**src/hdl/piano_pkg.sv**
```systemverilog
// piano tone path definitions
package piano_pkg;

    typedef logic [7:0] sample_t;   // note amplitude, shaped voice or mix

    // same layout as bits 25..0 of an spi frame
    typedef struct packed {
        logic [1:0] note_count;
        sample_t    note3;
        sample_t    note2;
        sample_t    note1;
    } chord_t;

    // one {active, done} pair per voice
    typedef struct packed {
        logic voice1_active;
        logic voice1_done;
        logic voice2_active;
        logic voice2_done;
        logic voice3_active;
        logic voice3_done;
    } voice_status_t;

    localparam int FRAME_BITS = 32;
    localparam logic [FRAME_BITS-1:0] SYNC_WORD = 32'h0000_ffff;   // arms the receiver

    localparam int ENV_STEPS  = 16;
    localparam int GAIN_SHIFT = 7;   // gains are in 128ths

    // attack up to the peak at step 4, then a long decay
    localparam logic [7:0] ENV_GAIN [ENV_STEPS] = '{
        8'd24,  8'd48,  8'd80,  8'd112,
        8'd128, 8'd120, 8'd112, 8'd104,
        8'd96,  8'd88,  8'd72,  8'd56,
        8'd40,  8'd28,  8'd16,  8'd8
    };

    localparam int LEAD_BITS = 4;   // zero bits ahead of the sample in a dac frame

endpackage

```
**src/hdl/spi_frame_rx.sv**
```systemverilog
// spi chord receiver
module spi_frame_rx (
    input  logic              clk,
    input  logic              reset,
    input  logic              sck,
    input  logic              sdi,
    output piano_pkg::chord_t chord
);
    import piano_pkg::*;

    localparam int cnt_w = $clog2(FRAME_BITS);

    logic [1:0]            sck_sync;
    logic [1:0]            sdi_sync;
    logic                  sck_last;
    logic                  sck_rise;
    logic [FRAME_BITS-1:0] shift_reg;
    logic                  synced;
    logic [cnt_w-1:0]      bit_cnt;
    logic                  frame_end;

    assign sck_rise = sck_sync[1] & ~sck_last;

    always_ff @(posedge clk)
    begin
        if (reset)
        begin
            sck_sync <= '0;
            sdi_sync <= '0;
            sck_last <= 1'b0;
        end
        else
        begin
            sck_sync <= {sck_sync[0], sck};
            sdi_sync <= {sdi_sync[0], sdi};   // same delay as sck
            sck_last <= sck_sync[1];
        end
    end

    always_ff @(posedge clk)
    begin
        if (reset)
        begin
            shift_reg <= '0;
            synced    <= 1'b0;
            bit_cnt   <= '0;
            frame_end <= 1'b0;
        end
        else
        begin
            frame_end <= 1'b0;
            if (sck_rise)
                shift_reg <= {shift_reg[FRAME_BITS-2:0], sdi_sync[1]};   // msb first
            if (!synced)
            begin
                if (shift_reg == SYNC_WORD)
                    synced <= 1'b1;   // next bit starts a frame
            end
            else if (sck_rise)
            begin
                bit_cnt <= bit_cnt + 1'b1;   // wraps once per frame
                if (bit_cnt == cnt_w'(FRAME_BITS - 1))
                    frame_end <= 1'b1;
            end
        end
    end

    // held chord, stays put between frames
    always_ff @(posedge clk)
    begin
        if (reset)
            chord <= '0;
        else if (frame_end)
            chord <= chord_t'(shift_reg[$bits(chord_t)-1:0]);
    end

endmodule

```
**src/hdl/note_envelope.sv**
```systemverilog
// piano note envelope
module note_envelope #(
    parameter int env_step_cycles = 7500000
) (
    input  logic               clk,
    input  logic               reset,
    input  piano_pkg::sample_t note,
    output piano_pkg::sample_t voice,
    output logic               active,
    output logic               done
);
    import piano_pkg::*;

    localparam int cnt_w = $clog2(env_step_cycles + 1);

    logic [cnt_w-1:0]             step_cnt;   // cycles within the current step
    logic [$clog2(ENV_STEPS)-1:0] step_idx;
    logic                         finished;   // whole envelope has run out
    logic [15:0]                  product;

    assign product = note * ENV_GAIN[step_idx];

    always_ff @(posedge clk)
    begin
        if (reset || note == '0)
        begin
            step_cnt <= '0;
            step_idx <= '0;
            finished <= 1'b0;
        end
        else if (!finished)
        begin
            if (step_cnt == cnt_w'(env_step_cycles - 1))
            begin
                step_cnt <= '0;
                if (step_idx == $bits(step_idx)'(ENV_STEPS - 1))
                    finished <= 1'b1;   // hold here until the note goes away
                else
                    step_idx <= step_idx + 1'b1;
            end
            else
                step_cnt <= step_cnt + 1'b1;
        end
    end

    always_ff @(posedge clk)
    begin
        if (reset || note == '0)
        begin
            voice  <= '0;
            active <= 1'b0;
            done   <= 1'b0;
        end
        else if (finished)
        begin
            voice  <= '0;
            active <= 1'b0;
            done   <= 1'b1;
        end
        else
        begin
            voice  <= product[GAIN_SHIFT +: 8];   // note * gain / 128
            active <= 1'b1;
            done   <= 1'b0;
        end
    end

endmodule

```
**src/hdl/voice_mixer.sv**
```systemverilog
// three voice mixer
module voice_mixer (
    input  logic               clk,
    input  logic               reset,
    input  piano_pkg::sample_t voice1,
    input  piano_pkg::sample_t voice2,
    input  piano_pkg::sample_t voice3,
    input  logic [1:0]         note_count,
    output piano_pkg::sample_t mixed
);
    import piano_pkg::*;

    function automatic sample_t saturate(input logic [9:0] value);
        return (value > 10'd255) ? 8'd255 : value[7:0];
    endfunction

    logic [9:0] sum;
    logic [9:0] third;
    sample_t    scaled;

    assign sum   = 10'(voice1) + 10'(voice2) + 10'(voice3);
    assign third = (sum >> 2) + (sum >> 4) + (sum >> 6) + (sum >> 8);   // roughly sum / 3

    always_comb
    begin
        case (note_count)
            2'd0:    scaled = '0;
            2'd1:    scaled = saturate(sum);
            2'd2:    scaled = saturate(sum >> 1);
            default: scaled = third[7:0];   // never above 251
        endcase
    end

    always_ff @(posedge clk)
    begin
        if (reset)
            mixed <= '0;
        else
            mixed <= scaled;
    end

endmodule

```
**src/hdl/dac_serializer.sv**
```systemverilog
// serial dac driver
module dac_serializer #(
    parameter int bit_cycles  = 40,
    parameter int load_cycles = 40,
    parameter int ldac_cycles = 40
) (
    input  logic               clk,
    input  logic               reset,
    input  piano_pkg::sample_t sample,
    output logic               dclk,
    output logic               data,
    output logic               load,
    output logic               ldac
);
    import piano_pkg::*;

    localparam int lead_end  = LEAD_BITS * bit_cycles;
    localparam int shift_end = (LEAD_BITS + 8) * bit_cycles;
    localparam int load_end  = shift_end + load_cycles;
    localparam int ldac_end  = load_end + ldac_cycles;
    localparam int frame_len = ldac_end + 1;   // one idle cycle at the end
    localparam int frame_w   = $clog2(frame_len);
    localparam int phase_w   = $clog2(bit_cycles);

    logic [frame_w-1:0] frame_cnt;
    logic [phase_w-1:0] bit_cnt;
    logic               shifting;
    logic               in_data;
    logic               last_phase;
    sample_t            sample_reg;

    assign shifting   = frame_cnt < frame_w'(shift_end);
    assign in_data    = shifting && frame_cnt >= frame_w'(lead_end);
    assign last_phase = bit_cnt == phase_w'(bit_cycles - 1);

    always_ff @(posedge clk)
    begin
        if (reset)
        begin
            frame_cnt <= '0;
            bit_cnt   <= '0;
            dclk      <= 1'b0;
            data      <= 1'b0;
            load      <= 1'b1;
            ldac      <= 1'b1;
        end
        else
        begin
            if (frame_cnt == frame_w'(frame_len - 1))
                frame_cnt <= '0;
            else
                frame_cnt <= frame_cnt + 1'b1;

            if (!shifting || last_phase)
                bit_cnt <= '0;
            else
                bit_cnt <= bit_cnt + 1'b1;

            dclk <= shifting && bit_cnt < phase_w'(bit_cycles / 2);   // high in first half
            data <= in_data && sample_reg[7];   // lead bits are zero
            load <= !(frame_cnt >= frame_w'(shift_end) && frame_cnt < frame_w'(load_end));
            ldac <= !(frame_cnt >= frame_w'(load_end) && frame_cnt < frame_w'(ldac_end));
        end
    end

    always_ff @(posedge clk)
    begin
        if (frame_cnt == '0)
            sample_reg <= sample;   // one mixed sample per dac frame
        else if (in_data && last_phase)
            sample_reg <= {sample_reg[6:0], 1'b0};
    end

endmodule

```
**src/hdl/piano_top.sv**
```systemverilog
// piano tone path top
module piano_top #(
    parameter int bit_cycles      = 40,
    parameter int env_step_cycles = 7500000,
    parameter int load_cycles     = 40,
    parameter int ldac_cycles     = 40
) (
    input  logic                     clk,
    input  logic                     reset,
    input  logic                     sck,
    input  logic                     sdi,
    output piano_pkg::voice_status_t voice_status,
    output logic                     dclk,
    output logic                     data,
    output logic                     load,
    output logic                     ldac
);
    import piano_pkg::*;

    chord_t     chord;
    sample_t    voice1;
    sample_t    voice2;
    sample_t    voice3;
    sample_t    mixed;
    logic [2:0] active;
    logic [2:0] done;

    assign voice_status = {active[0], done[0], active[1], done[1], active[2], done[2]};

    spi_frame_rx i_spi_frame_rx (
        .clk   (clk),
        .reset (reset),
        .sck   (sck),
        .sdi   (sdi),
        .chord (chord)
    );

    note_envelope #(.env_step_cycles(env_step_cycles)) i_note_envelope1 (
        .clk    (clk),
        .reset  (reset),
        .note   (chord.note1),
        .voice  (voice1),
        .active (active[0]),
        .done   (done[0])
    );

    note_envelope #(.env_step_cycles(env_step_cycles)) i_note_envelope2 (
        .clk    (clk),
        .reset  (reset),
        .note   (chord.note2),
        .voice  (voice2),
        .active (active[1]),
        .done   (done[1])
    );

    note_envelope #(.env_step_cycles(env_step_cycles)) i_note_envelope3 (
        .clk    (clk),
        .reset  (reset),
        .note   (chord.note3),
        .voice  (voice3),
        .active (active[2]),
        .done   (done[2])
    );

    voice_mixer i_voice_mixer (
        .clk        (clk),
        .reset      (reset),
        .voice1     (voice1),
        .voice2     (voice2),
        .voice3     (voice3),
        .note_count (chord.note_count),
        .mixed      (mixed)
    );

    dac_serializer #(
        .bit_cycles  (bit_cycles),
        .load_cycles (load_cycles),
        .ldac_cycles (ldac_cycles)
    ) i_dac_serializer (
        .clk    (clk),
        .reset  (reset),
        .sample (mixed),
        .dclk   (dclk),
        .data   (data),
        .load   (load),
        .ldac   (ldac)
    );

endmodule

```
**config.mk**
```make
export PLATFORM = sky130hd
export DESIGN_NAME = piano_top
export DESIGN_NICKNAME = d
export VERILOG_FILES = /design/src/hdl/piano_pkg.sv /design/src/hdl/spi_frame_rx.sv /design/src/hdl/note_envelope.sv /design/src/hdl/voice_mixer.sv /design/src/hdl/dac_serializer.sv /design/src/hdl/piano_top.sv
export SDC_FILE = /design/constraint.sdc
export NUM_CORES = 1
export LEC_CHECK = 0
export BUFFER_PORTS_ARGS = -buffer_cell sky130_fd_sc_hd__buf_2
export CAP_MARGIN = 20
export CELL_PAD_IN_SITES_DETAIL_PLACEMENT = 2
export CELL_PAD_IN_SITES_GLOBAL_PLACEMENT = 2
export CORE_MARGIN = 1
export CORE_UTILIZATION = 41
export CTS_CLUSTER_SIZE = 16
export DETAILED_ROUTE_END_ITERATION = 6
export PLACE_DENSITY = 0.84
export RECOVER_POWER = 25
export SLEW_MARGIN = 40
export SYNTH_ARGS = -nofsm -noshare
export SYNTH_HDL_FRONTEND = slang
export SYNTH_HIERARCHICAL = 1
export SYNTH_SLANG_ARGS = --single-unit
export TNS_END_PERCENT = 30
```
**constraint.sdc**
```tcl
create_clock -name clk -period 5.8 [get_ports clk]
set_input_delay 0.29 -clock clk [delete_from_list [all_inputs] [get_ports clk]]
set_output_delay 0.29 -clock clk [all_outputs]
set_load 0.005 [all_outputs]
```
-- Word level (Yosys, flattened, before mapping)
Memories as Yosys holds them, arrays and structs flattened.
Cells that the tools add are included.
- $lt $le $gt $ge: 12
- multipliers: 3
- bitwise operators: 13
- equal/unequal tests: 12
- reduce and logical (&&, ||, !) cells: 29
- multiplexer cells: 32
- $add $sub $neg: 14
- operator list (cell ; count):
    $mux 8 ; 10
    $add 23x1->23 const B ; 3
    $eq 23x23->1 const B ; 3
    $mux 23 ; 3
    $mul 8x8->15 ; 3
    $eq 32x16->1 const B ; 1
    $logic_not 8->1 ; 3
    $pmux 8 s3 ; 1
    $lt 10x10->1 const B ; 2
    $mux 1 ; 18
    $ge 5x5->1 const B ; 3
    $not 4->5 ; 3
    $add 4x1->4 const B ; 3
    $eq 4x4->1 const B ; 3
    $add 10x1->10 const B ; 1
    $add 10x8->10 ; 1
    $eq 10x10->1 const B ; 1
    $ge 10x10->1 const B ; 1
    $ge 10x8->1 const B ; 1
    $ge 10x9->1 const B ; 1
    $gt 10x8->1 const B ; 1
    $logic_not 10->1 ; 1
    $lt 10x9->1 const B ; 1
    $reduce_or 2->1 ; 5
    other kinds (22) ; 42
- logic and storage cells: 155
- bits in registers: 220
- memories kept: 3
- bits of input ports: 4
- bits in read-only memories: 384
- output and inout port bits: 10
- memory list (name ; words ; bits a word ; rd ports ; clocked after Yosys merged registers in ; wr ports ; RTL line ; RTL):
    (no name shown) ; 16 ; 8 ; 1 ; 0 ; 0 ; note_envelope.sv:21 ; assign product = note * ENV_GAIN[step_idx];
    (no name shown) ; 16 ; 8 ; 1 ; 0 ; 0 ; note_envelope.sv:21 ;
    (no name shown) ; 16 ; 8 ; 1 ; 0 ; 0 ; note_envelope.sv:21 ;

-- Logic depth before layout (Yosys ltp)
Gate-level depths: netlist of run 1.
- depth after elaboration: 6
- gate-level depth with buffers: 21

-- Modules after synthesis
The synthesis of run 1 kept the hierarchy.
- by module, submodules not included (module ; cells an instance ; sequential area each (um2) ; times used ; area each (um2)):
    note_envelope (i_note_envelope2) ; 355 ; 760.7 ; 1 ; 3171.8
    note_envelope (i_note_envelope3) ; 354 ; 760.7 ; 1 ; 3158.0
    note_envelope (i_note_envelope1) ; 346 ; 760.7 ; 1 ; 3103.0
    spi_frame_rx ; 275 ; 1401.3 ; 1 ; 2498.6
    voice_mixer ; 172 ; 160.2 ; 1 ; 1506.4
    dac_serializer ; 114 ; 640.6 ; 1 ; 1204.9

-- Worst setup path before layout of run 1
No wires, ideal clock.
- path type: register -> register
- start: register i_note_envelope2.step_idx[0]
- end: register i_note_envelope2.voice[6]
- stages on the path, launching flop included: 16
- setup time: 0.121 ns
- slack: 1.116 ns
- data arrival time: 4.563 ns
- clock period less this slack: 4.684 ns
- cell sequence: dfxtp_1 > inv_1 > ha_1 > mux4_2 > clkbuf_1 > and2_1 > fa_1 > fa_1 > fa_1 > ha_1 > ha_1 > a21o_1 > a211o_1 > a41oi_1 > o31ai_1 > mux2_2
- cells in the longest elaborated chain, start to end: 5
- ends and longest elaborated chain (element ; RTL line ; RTL):
    start: declaration ; note_envelope.sv:17 ; logic [$clog2(ENV_STEPS)-1:0] step_idx;
    start signal: assignment ; note_envelope.sv:39 ; step_idx <= step_idx + 1'b1;
    $not 4->5 (implied by the code) ; note_envelope.sv:21 ;
    $mem_v2 16x8 ; - ;
    $mux 8 (implied by the code) (2 in a row) ; note_envelope.sv:21 ;
    $mul 8x8->15 ; note_envelope.sv:21 ;
    end signal: assignment ; note_envelope.sv:62 ; voice <= product[GAIN_SHIFT +: 8];
    end: declaration ; note_envelope.sv:8 ; output piano_pkg::sample_t voice,
Every way passes these cells. The select of a mux whose other input is x is not followed.
A chain may end at the register's enable or synchronous reset.

-- Worst setup path in the final report of run 1
- start: register i_note_envelope1.step_idx[0]
- end: register i_note_envelope1.voice[7]
- cells in the longest elaborated chain, start to end: 5
- ends and longest elaborated chain (element ; RTL line):
    start: declaration ; note_envelope.sv:17
    start signal: assignment ; note_envelope.sv:39
    $not 4->5 (implied by the code) ; note_envelope.sv:21
    $mem_v2 16x8 ; -
    $mux 8 (implied by the code) (2 in a row) ; note_envelope.sv:21
    $mul 8x8->15 ; note_envelope.sv:21
    end signal: assignment ; note_envelope.sv:62
    end: declaration ; note_envelope.sv:8
Every way passes these cells. The select of a mux whose other input is x is not followed.

==> results of run 1 <==
-- logic make-up (layout without fill, tap and decap cells) --
group | count (synthesis) | after routing
compound gates | 203 | 203
xor+xnor | 102 | 102
fa+ha+maj | 207 | 207
buf+inv | 146 | 175
flops | 220 | 220
mux | 43 | 43
simple gates | 695 | 695
-- worst paths after layout --
check / from / end / slack [ns]
setup reg to reg: i_note_envelope1/step_idx[0]$_SDFFE_PP0P_ / i_note_envelope1/voice[7]$_SDFF_PP0_ / 0.24
hold reg to reg: i_spi_frame_rx/sck_sync[0]$_SDFF_PP0_ / i_spi_frame_rx/sck_sync[1]$_SDFF_PP0_ / 0.45
setup / recovery: i_note_envelope1/step_idx[0]$_SDFFE_PP0P_ / i_note_envelope1/voice[7]$_SDFF_PP0_ / 0.24
hold / removal: reset / i_spi_frame_rx/chord[21]$_SDFFE_PP0P_ / 0.16
-- worst register-to-register path, cell delays in order, from the launching register on --
cell,delay [ns]
sky130_fd_sc_hd__dfxtp_1,0.47
sky130_fd_sc_hd__inv_1,0.16
sky130_fd_sc_hd__ha_1,0.37
sky130_fd_sc_hd__nor2_1,0.07
sky130_fd_sc_hd__a31oi_1,0.56
sky130_fd_sc_hd__and2_1,0.26
sky130_fd_sc_hd__fa_1,0.40
sky130_fd_sc_hd__ha_1,0.34
sky130_fd_sc_hd__fa_1,0.50
sky130_fd_sc_hd__ha_1,0.29
sky130_fd_sc_hd__nor2b_1,0.13
sky130_fd_sc_hd__and4_1,0.26
sky130_fd_sc_hd__nand3_1,0.14
sky130_fd_sc_hd__fa_1,0.44
sky130_fd_sc_hd__nor2b_1,0.29
sky130_fd_sc_hd__o2111ai_1,0.20
sky130_fd_sc_hd__a31oi_1,0.28
sky130_fd_sc_hd__nor3_1,0.09
sky130_fd_sc_hd__nor3b_1,0.22
-- cell usage in the layout (no fill, tap or decap), types with 8 or more instances in the layout --
cell type                   count
sky130_fd_sc_hd__and3_1        18
sky130_fd_sc_hd__buf_2         10
sky130_fd_sc_hd__dfxtp_1      212
sky130_fd_sc_hd__nor2b_1       21
sky130_fd_sc_hd__nand2b_1       9
sky130_fd_sc_hd__a211oi_1       8
sky130_fd_sc_hd__and2_1       103
sky130_fd_sc_hd__o21ai_0       35
sky130_fd_sc_hd__fa_1          85
sky130_fd_sc_hd__nand2_1      169
sky130_fd_sc_hd__clkbuf_1      10
sky130_fd_sc_hd__edfxtp_1       8
sky130_fd_sc_hd__nor2_1       167
sky130_fd_sc_hd__a21o_1         9
sky130_fd_sc_hd__xnor2_1       63
sky130_fd_sc_hd__a31oi_1        8
sky130_fd_sc_hd__nand3_1       43
sky130_fd_sc_hd__or3_1         10
sky130_fd_sc_hd__mux2_2         9
sky130_fd_sc_hd__nand4_1       28
sky130_fd_sc_hd__a21oi_1       74
sky130_fd_sc_hd__o31ai_1       17
sky130_fd_sc_hd__nor3b_1       11
sky130_fd_sc_hd__nor3_1        37
sky130_fd_sc_hd__ha_1         122
sky130_fd_sc_hd__and4_1         8
sky130_fd_sc_hd__clkbuf_16     29
sky130_fd_sc_hd__xor2_1        38
sky130_fd_sc_hd__o21a_1        12
sky130_fd_sc_hd__inv_1        100
sky130_fd_sc_hd__mux2i_1       30
sky130_fd_sc_hd__clkbuf_8       8
sky130_fd_sc_hd__nor4_1        14
-- stage by stage --
step           utilization (%)  hold slack [ns]
2_1_floorplan                -           0.3591
3_3_place_gp             43.33           0.4294
3_5_place_dp             43.34           0.4355
4_1_cts                  46.00           0.1407
5_1_grt                  45.98           0.1834
6_report                 45.98           0.1580
-- per-layer routing --
metal / global-route usage, % / wire, um / vias to the layer above
met2: 44.61 / 22060 / 133
met5: 0 / 0 / -
met3: 3.231 / 1045 / 80
li1: - / - / 5514
met1: 28.67 / 18290 / 5952
met4: 7.538 / 1188 / 0
-- final cells by class --
type / instances / area share (%)
timing repair buffer: 23 / 0.8581
sequential: 220 / 27.96
tap: 455 / 3.549
clock inverter: 9 / 0.3120
multi-input combinational: 1250 / 59.63
inverter: 100 / 2.340
clock buffer: 43 / 5.351
-- report_power, final --
group	leakage [uW]	switching [uW]	internal (uW)	total [uW]
sequential	0.00179	7.17	1540	1550
combinational	0.00435	35.0	18.1	53.1
clock	0.000458	700	1010	1710
==> impl_table.tex, run 1 <==
\begin{tabular}{lr}
\hline
Metric & Value \\
\hline
\multicolumn{2}{l}{\textbf{Worst setup path}} \\
Worst path top cell family by delay & adder cells \\
CP max-delay cell & sky130\_fd\_sc\_hd\_\_a31oi\_1 \\
R2R cell count & 18 \\
Setup crit start kind & flip-flop \\
WP data required & 6.27 ns \\
Kind of critical path & flip-flop to flip-flop \\
Logic depth of the worst path, buffers included & 18 \\
Critical path data arrival time & 6.02 ns \\
Critical path, cell by cell & inv\_1 -> ha\_1 -> nor2\_1 -> a31oi\_1 -> and2\_1 -> fa\_1 -> ha\_1 -> fa\_1 -> ha\_1 -> nor2b\_1 -> and4\_1 -> nand3\_1 -> fa\_1 -> nor2b\_1 -> o2111ai\_1 -> a31oi\_1 -> nor3\_1 -> nor3b\_1 \\
Buffers and inverters on the worst path & 1 \\
Critical path fanouts, max & 8 \\
Critical Path End Type & flip-flop \\
Biggest cell delay along the critical path & 0.56 ns \\
\multicolumn{2}{l}{\textbf{Synth}} \\
Proportion of netlist area held by the largest area contributor & 28.98\% \\
Combinational family with the most area after synthesis & simple AND/OR/NAND/NOR gates \\
Most frequent cells after synthesis & 212 x sky130\_fd\_sc\_hd\_\_dfxtp\_1, 169 x sky130\_fd\_sc\_hd\_\_nand2\_1, 167 x sky130\_fd\_sc\_hd\_\_nor2\_1 \\
Post-synthesis cell type with the largest combined area & sky130\_fd\_sc\_hd\_\_dfxtp\_1 \\
Number of instances in the synthesized netlist & 1616 \\
Mux cell area share after synthesis & 3.358\% \\
Library cells used by synthesis & 82 \\
Area share of fa/ha/maj cells after synthesis & 22.05\% \\
Synthesis Warnings & 6 \\
Most repeated cell in the gate-level netlist after synthesis & sky130\_fd\_sc\_hd\_\_dfxtp\_1 \\
Seq cells post-synth & 220 \\
Leading cell types by total area after synthesis & sky130\_fd\_sc\_hd\_\_dfxtp\_1 29\%, sky130\_fd\_sc\_hd\_\_fa\_1 12\%, sky130\_fd\_sc\_hd\_\_ha\_1 10\%, sky130\_fd\_sc\_hd\_\_and2\_1 4.4\%, sky130\_fd\_sc\_hd\_\_nand2\_1 4.3\% \\
Post-synth EDFFs & 8 \\
Flip-flop cell with the highest count after synthesis & sky130\_fd\_sc\_hd\_\_dfxtp\_1 \\
Cell Area, Synth & 14640 sq um \\
Sequential fraction of the synthesis area & 30.62\% \\
Net count of the mapped netlist & 1827 \\
Async set-reset flop share out of synthesis & 0\% \\
Synth Area in Simple Gates & 25.01\% \\
Synthesized-area fraction occupied by xor and xnor cells & 6.152\% \\
Mean instance size in the synthesized netlist & 9.061 sq um \\
Share of the synthesized area in compound gates (AO/OA/AOI/OAI) & 8.707\% \\
\multicolumn{2}{l}{\textbf{Timing}} \\
RSZ-0062 raised after global routing & false \\
Number of max-slew violations in the final report & 64 \\
Number of hold-slack violations in the final timing report & 0 \\
Slew headroom & -44.69\% \\
Minimum setup slack in the final design & 0.2447 ns \\
Transition time of the tightest slew-check pin & 2.170 ns \\
Max Clock Skew & 0.01538 ns \\
Maximum clock frequency & 180.0 MHz \\
TNS Setup & 0 ns \\
Final Cycle Share & 95.78\% \\
Final count of negative-setup-slack endpoints & 0 \\
Final min period & 5.555 ns \\
\multicolumn{2}{l}{\textbf{Floorplan}} \\
Ports & 14 \\
DIE AREA & 36470 sq um \\
Overall die width & 191.0 um \\
Row count & 68 \\
Die height & 191.0 um \\
Starting utilization of the core area & 41.98\% \\
Placeable Area & 34880 sq um \\
\multicolumn{2}{l}{\textbf{Finish}} \\
Final layout net count & 1834 \\
Area occupied by multi-input gates & 9564 sq um \\
Fraction of final layout cells sized beyond drive strength 1 & 6.687\% \\
Largest register FFs & 32 \\
Final antenna diode count & 0 \\
Fill cell instance count of the final layout & 3806 \\
Area growth syn-to-layout & 9.536\% \\
FF/Latch Area & 4484 sq um \\
Area of all placed cells without fillers & 16040 sq um \\
Final Non-Filler Cells & 2100 \\
\multicolumn{2}{l}{\textbf{Global routing}} \\
Largest net degree at the start of global routing & 60 \\
Global route overflow & 0 \\
First-pass GRT wire length & 70620 um \\
Initial antenna violation count & 0 \\
Global router's overall resource usage & 24.17\% \\
Via count of the first global-routing pass & 13310 \\
\multicolumn{2}{l}{\textbf{Placement}} \\
Minimum setup slack after placement & 0.3674 ns \\
Post-detail-place hpwl & 30750 um \\
Final weighted congestion in routability-driven placement & 0.7578 \\
Port bufs & 13 \\
Placed standard-cell area & 15120 sq um \\
\# placed instances & 2046 \\
\multicolumn{2}{l}{\textbf{Clock network}} \\
Post-CTS Repair Setup Buffers & 0 \\
Level count of the clock H-tree & 1 \\
CTS tree & done \\
Cts bufs inserted & 28 \\
Root cell of the clock tree & sky130\_fd\_sc\_hd\_\_clkbuf\_16 \\
Clock transition at the registers of the reported paths & 0.06 ns \\
CTS-repair resized insts & 0 \\
Later-pin clock latency in the skew report & 0.57 ns \\
Total number of clock tree sinks & 220 \\
Buffer levels on the longest clock path & 3 \\
Number of hold-repair buffers added at the cts stage & 2 \\
\multicolumn{2}{l}{\textbf{Job}} \\
Max Cap Viol & 2 \\
\multicolumn{2}{l}{\textbf{Power}} \\
Total power per unit cell area & 206.5 nW/um\^{}2 \\
Total power & 3313 uW \\
Leakage dissipation & 0.006600 uW \\
Max IR drop VDD & 0.1974 mV \\
\multicolumn{2}{l}{\textbf{Route}} \\
WL/cell & 20.28 um \\
Detailed Routing Iterations Pass 1 & 4 \\
DR DRC count & 0 \\
Vias per cell & 5.561 \\
Via count & 11680 \\
Total wire length & 42580 um \\
ANT nets after route & 0 \\
DR iter-0 viols & 413 \\
\multicolumn{2}{l}{\textbf{Min path}} \\
Path category of the worst min-delay check & input pin to flip-flop \\
Count of cells along the worst hold path & 2 \\
\multicolumn{2}{l}{\textbf{Status}} \\
Result of the run & finished with violations \\
Violated checks & capacitance limit, slew limit \\
\hline
\end{tabular}
Note: power is estimated with default switching activity, not from simulation.
==> run 2, diff against run 1 <==
--- a/config.mk
+++ b/config.mk
@@ -10,10 +10,10 @@
 export CELL_PAD_IN_SITES_DETAIL_PLACEMENT = 2
 export CELL_PAD_IN_SITES_GLOBAL_PLACEMENT = 2
 export CORE_MARGIN = 1
-export CORE_UTILIZATION = 41
+export CORE_UTILIZATION = 37
 export CTS_CLUSTER_SIZE = 16
 export DETAILED_ROUTE_END_ITERATION = 6
-export PLACE_DENSITY = 0.84
+export PLACE_DENSITY = 0.8
 export RECOVER_POWER = 25
 export SLEW_MARGIN = 40
 export SYNTH_ARGS = -nofsm -noshare
==> constraint.sdc (replaced) <==
create_clock -name clk -period 4.95 [get_ports clk]
set_input_delay 0.2475 -clock clk [delete_from_list [all_inputs] [get_ports clk]]
set_output_delay 0.2475 -clock clk [all_outputs]
set_load 0.01 [all_outputs]
==> run 2 against run 1 <==
First-iteration DRC count down 7.0%; the run still ends with capacitance limit, slew limit left; worst setup slack worse by 0.12 ns; fmax up 15%; critical endpoint is now i_note_envelope3/voice[6]$_SDFF_PP0_; sequential cell count unchanged; combinational power up 16%; count of clock-buffer cells in the layout down 6.
==> impl_table.tex, run 2 (synthesized netlist as in run 1, its figures left out) <==
\begin{tabular}{lr}
\hline
Metric & Value \\
\hline
\multicolumn{2}{l}{\textbf{Route}} \\
ANT nets after route & 0 (unchanged) \\
Vias per cell & 5.305 (-4.6\%) \\
WL/cell & 18.59 um (-8.3\%) \\
DR DRC count & 0 (unchanged) \\
Total wire length & 40750 um (-4.3\%) \\
Detailed Routing Iterations Pass 1 & 4 (unchanged) \\
DR iter-0 viols & 384 (-7.0\%) \\
Via count & 11630 (-0.44\%) \\
\multicolumn{2}{l}{\textbf{Timing}} \\
Slew headroom & -45.52\% (-0.83 points) \\
Number of hold-slack violations in the final timing report & 0 (unchanged) \\
Final Cycle Share & 97.49\% (+1.7 points) \\
Number of max-slew violations in the final report & 106 (+66\%) \\
Max Clock Skew & 0.01463 ns (-0.0007513 ns) \\
Transition time of the tightest slew-check pin & 2.183 ns (+0.01239 ns) \\
Final count of negative-setup-slack endpoints & 0 (unchanged) \\
Hold slack final & 0.1671 ns (+0.009109 ns) \\
Maximum clock frequency & 207.2 MHz (+15\%) \\
Final min period & 4.826 ns (-0.7293 ns) \\
RSZ-0062 raised after global routing & true \\
\multicolumn{2}{l}{\textbf{Global routing}} \\
Global route overflow & 0 (unchanged) \\
Initial antenna violation count & 0 (unchanged) \\
First-pass GRT wire length & 68320 um (-3.3\%) \\
Largest net degree at the start of global routing & 47 (-22\%) \\
Global router's overall resource usage & 20.32\% (-3.8 points) \\
Via count of the first global-routing pass & 13210 (-0.72\%) \\
\multicolumn{2}{l}{\textbf{Clock network}} \\
Clock transition at the registers of the reported paths & 0.06 ns (about the same) \\
Cts bufs inserted & 28 (unchanged) \\
CTS tree & done \\
Level count of the clock H-tree & 1 (unchanged) \\
Root cell of the clock tree & sky130\_fd\_sc\_hd\_\_clkbuf\_16 \\
Total number of clock tree sinks & 220 (unchanged) \\
Later-pin clock latency in the skew report & 0.56 ns (about the same) \\
Buffer levels on the longest clock path & 3 (unchanged) \\
\multicolumn{2}{l}{\textbf{Floorplan}} \\
Starting utilization of the core area & 37.71\% (-4.3 points) \\
Overall die width & 200.9 um (+5.2\%) \\
Ports & 14 (unchanged) \\
DIE AREA & 40370 sq um (+11\%) \\
Die height & 200.9 um (+5.2\%) \\
Row count & 72 (+5.9\%) \\
Placeable Area & 38830 sq um (+11\%) \\
\multicolumn{2}{l}{\textbf{Placement}} \\
Post-detail-place hpwl & 29110 um (-5.4\%) \\
Final weighted congestion in routability-driven placement & 0.7980 (+5.3\%) \\
Port bufs & 13 (unchanged) \\
\multicolumn{2}{l}{\textbf{Finish}} \\
Final antenna diode count & 0 (unchanged) \\
Fill cell instance count of the final layout & 4190 (+10\%) \\
Most common cell after layout, fill and taps aside & sky130\_fd\_sc\_hd\_\_dfxtp\_1 \\
Commonest non-fill, non-tap cells in the layout & 208 x sky130\_fd\_sc\_hd\_\_dfxtp\_1, 169 x sky130\_fd\_sc\_hd\_\_nand2\_1, 166 x sky130\_fd\_sc\_hd\_\_nor2\_1 \\
Largest register FFs & 32 (unchanged) \\
Area growth syn-to-layout & 13.55\% \\
Core Util, Final & 42.82\% (-3.2 points) \\
Fraction of final layout cells sized beyond drive strength 1 & 10.69\% (+4.0 points) \\
Final layout net count & 1863 (+1.6\%) \\
\multicolumn{2}{l}{\textbf{Worst setup path}} \\
Critical Path End Type & flip-flop \\
Most common cell on crit path & sky130\_fd\_sc\_hd\_\_fa\_1 \\
Buffers and inverters on the worst path & 2 (+1) \\
Biggest cell delay along the critical path & 0.58 ns (+0.02 ns) \\
Setup slack, reg-to-reg & 0.12 ns (-0.12 ns) \\
Setup crit start kind & flip-flop \\
Critical path fanouts, max & 8 (unchanged) \\
Critical path data arrival time & 5.27 ns (-0.75 ns) \\
Kind of critical path & flip-flop to flip-flop \\
Worst path top cell family by delay & adder cells \\
WP data required & 5.39 ns (-0.88 ns) \\
CP max-delay cell & sky130\_fd\_sc\_hd\_\_mux4\_2 \\
Critical path, cell by cell & inv\_1 -> ha\_2 -> inv\_1 -> mux4\_2 -> and2\_1 -> fa\_1 -> fa\_1 -> fa\_1 -> ha\_1 -> ha\_1 -> nand4\_1 -> nor3\_2 -> a21oi\_2 -> o31ai\_1 -> mux2\_2 \\
\multicolumn{2}{l}{\textbf{Power}} \\
Max IR drop VDD & 0.2550 mV (+29\%) \\
Total power & 4217 uW (+27\%) \\
Total power per unit cell area & 253.6 nW/um\^{}2 (+23\%) \\
Leakage dissipation & 0.006823 uW (+3.4\%) \\
\multicolumn{2}{l}{\textbf{Min path}} \\
Path category of the worst min-delay check & input pin to flip-flop \\
\multicolumn{2}{l}{\textbf{Status}} \\
Violated checks & capacitance limit, slew limit \\
Result of the run & finished with violations \\
\multicolumn{2}{l}{\textbf{Job}} \\
Max Cap Viol & 3 (+1) \\
\hline
\end{tabular}
==> run 2: changes by cell type in the layout (fill, tap and decap cells not counted), moves of 5 or more <==
cell / change
sky130_fd_sc_hd__buf_4: +28
sky130_fd_sc_hd__bufinv_16: +7
sky130_fd_sc_hd__ha_2: +5
sky130_fd_sc_hd__ha_1: -7
sky130_fd_sc_hd__inv_1: -5
sky130_fd_sc_hd__clkbuf_8: -5
sky130_fd_sc_hd__nor2b_1: -5
==> run 2: cell type report <==
type / count / area (sq um) / area share, %
Clock buffer: 37 / 807.0 / 4.854
Clock inverter: 15 / 254.0 / 1.528
Inverter: 100 / 377.9 / 2.273
Multi-Input combinational cell: 1250 / 9699 / 58.33
Sequential cell: 220 / 4492 / 27.01
Tap cell: 518 / 648.1 / 3.898
Timing Repair Buffer: 52 / 349.1 / 2.099
==> run 2: what timing repair did <==
item                                    4_1_cts  5_1_grt
endpoints found under the setup margin        7       17
gates resized for setup                       4       47
hold buffers                                  2        0
setup buffers                                 4        9
pin swaps                                     2       14
hold endpoints to repair                      2        0
==> run 2: layer usage <==
metal	wire, um	GRT usage (%)	vias to the layer above
li1	-	-	5573
met1	17820	24.39	5927
met2	21370	38.46	81
met3	791	2.370	47
met4	767	4.253	0
met5	0	0	-
==> run 2: per-stage QoR <==
step           setup TNS, ns  worst slack, ns  instance area [sq um]  cells
6_report                   0           0.1241                  16630   2192
2_1_floorplan              0           0.2661                  14640   1616
3_5_place_dp         -0.1212         -0.06310                  15320   2125
4_1_cts                    0         0.005503                  16440   2183
5_1_grt              -0.2797          -0.1020                  16630   2192
3_3_place_gp               0           0.1895                  15310   2125
==> run 2: path summary, 6_finish.rpt <==
| check | cells past startpoint | from | to |
|---|---|---|---|
| max | 15 | i_note_envelope3/step_idx[1]$_SDFFE_PP0P_ | i_note_envelope3/voice[6]$_SDFF_PP0_ |
| min | 2 | reset | i_spi_frame_rx/chord[6]$_SDFFE_PP0P_ |
| max reg2reg | 15 | i_note_envelope3/step_idx[1]$_SDFFE_PP0P_ | i_note_envelope3/voice[6]$_SDFF_PP0_ |
| min reg2reg | 1 | i_spi_frame_rx/sck_sync[0]$_SDFF_PP0_ | i_spi_frame_rx/sck_sync[1]$_SDFF_PP0_ |
==> run 2: power by group <==
part           internal [uW]  switching (uW)
combinational           20.9            40.7
sequential              1800            7.85
clock                   1510             840
total                   3330             889
==> run 2: worst register-to-register path, cell delays in order (launching register included) <==
cell,delay [ns]
sky130_fd_sc_hd__dfxtp_2,0.35
sky130_fd_sc_hd__inv_1,0.11
sky130_fd_sc_hd__ha_2,0.20
sky130_fd_sc_hd__inv_1,0.04
sky130_fd_sc_hd__mux4_2,0.58
sky130_fd_sc_hd__and2_1,0.23
sky130_fd_sc_hd__fa_1,0.52
sky130_fd_sc_hd__fa_1,0.44
sky130_fd_sc_hd__fa_1,0.49
sky130_fd_sc_hd__ha_1,0.30
sky130_fd_sc_hd__ha_1,0.38
sky130_fd_sc_hd__nand4_1,0.15
sky130_fd_sc_hd__nor3_2,0.23
sky130_fd_sc_hd__a21oi_2,0.11
sky130_fd_sc_hd__o31ai_1,0.22
sky130_fd_sc_hd__mux2_2,0.37
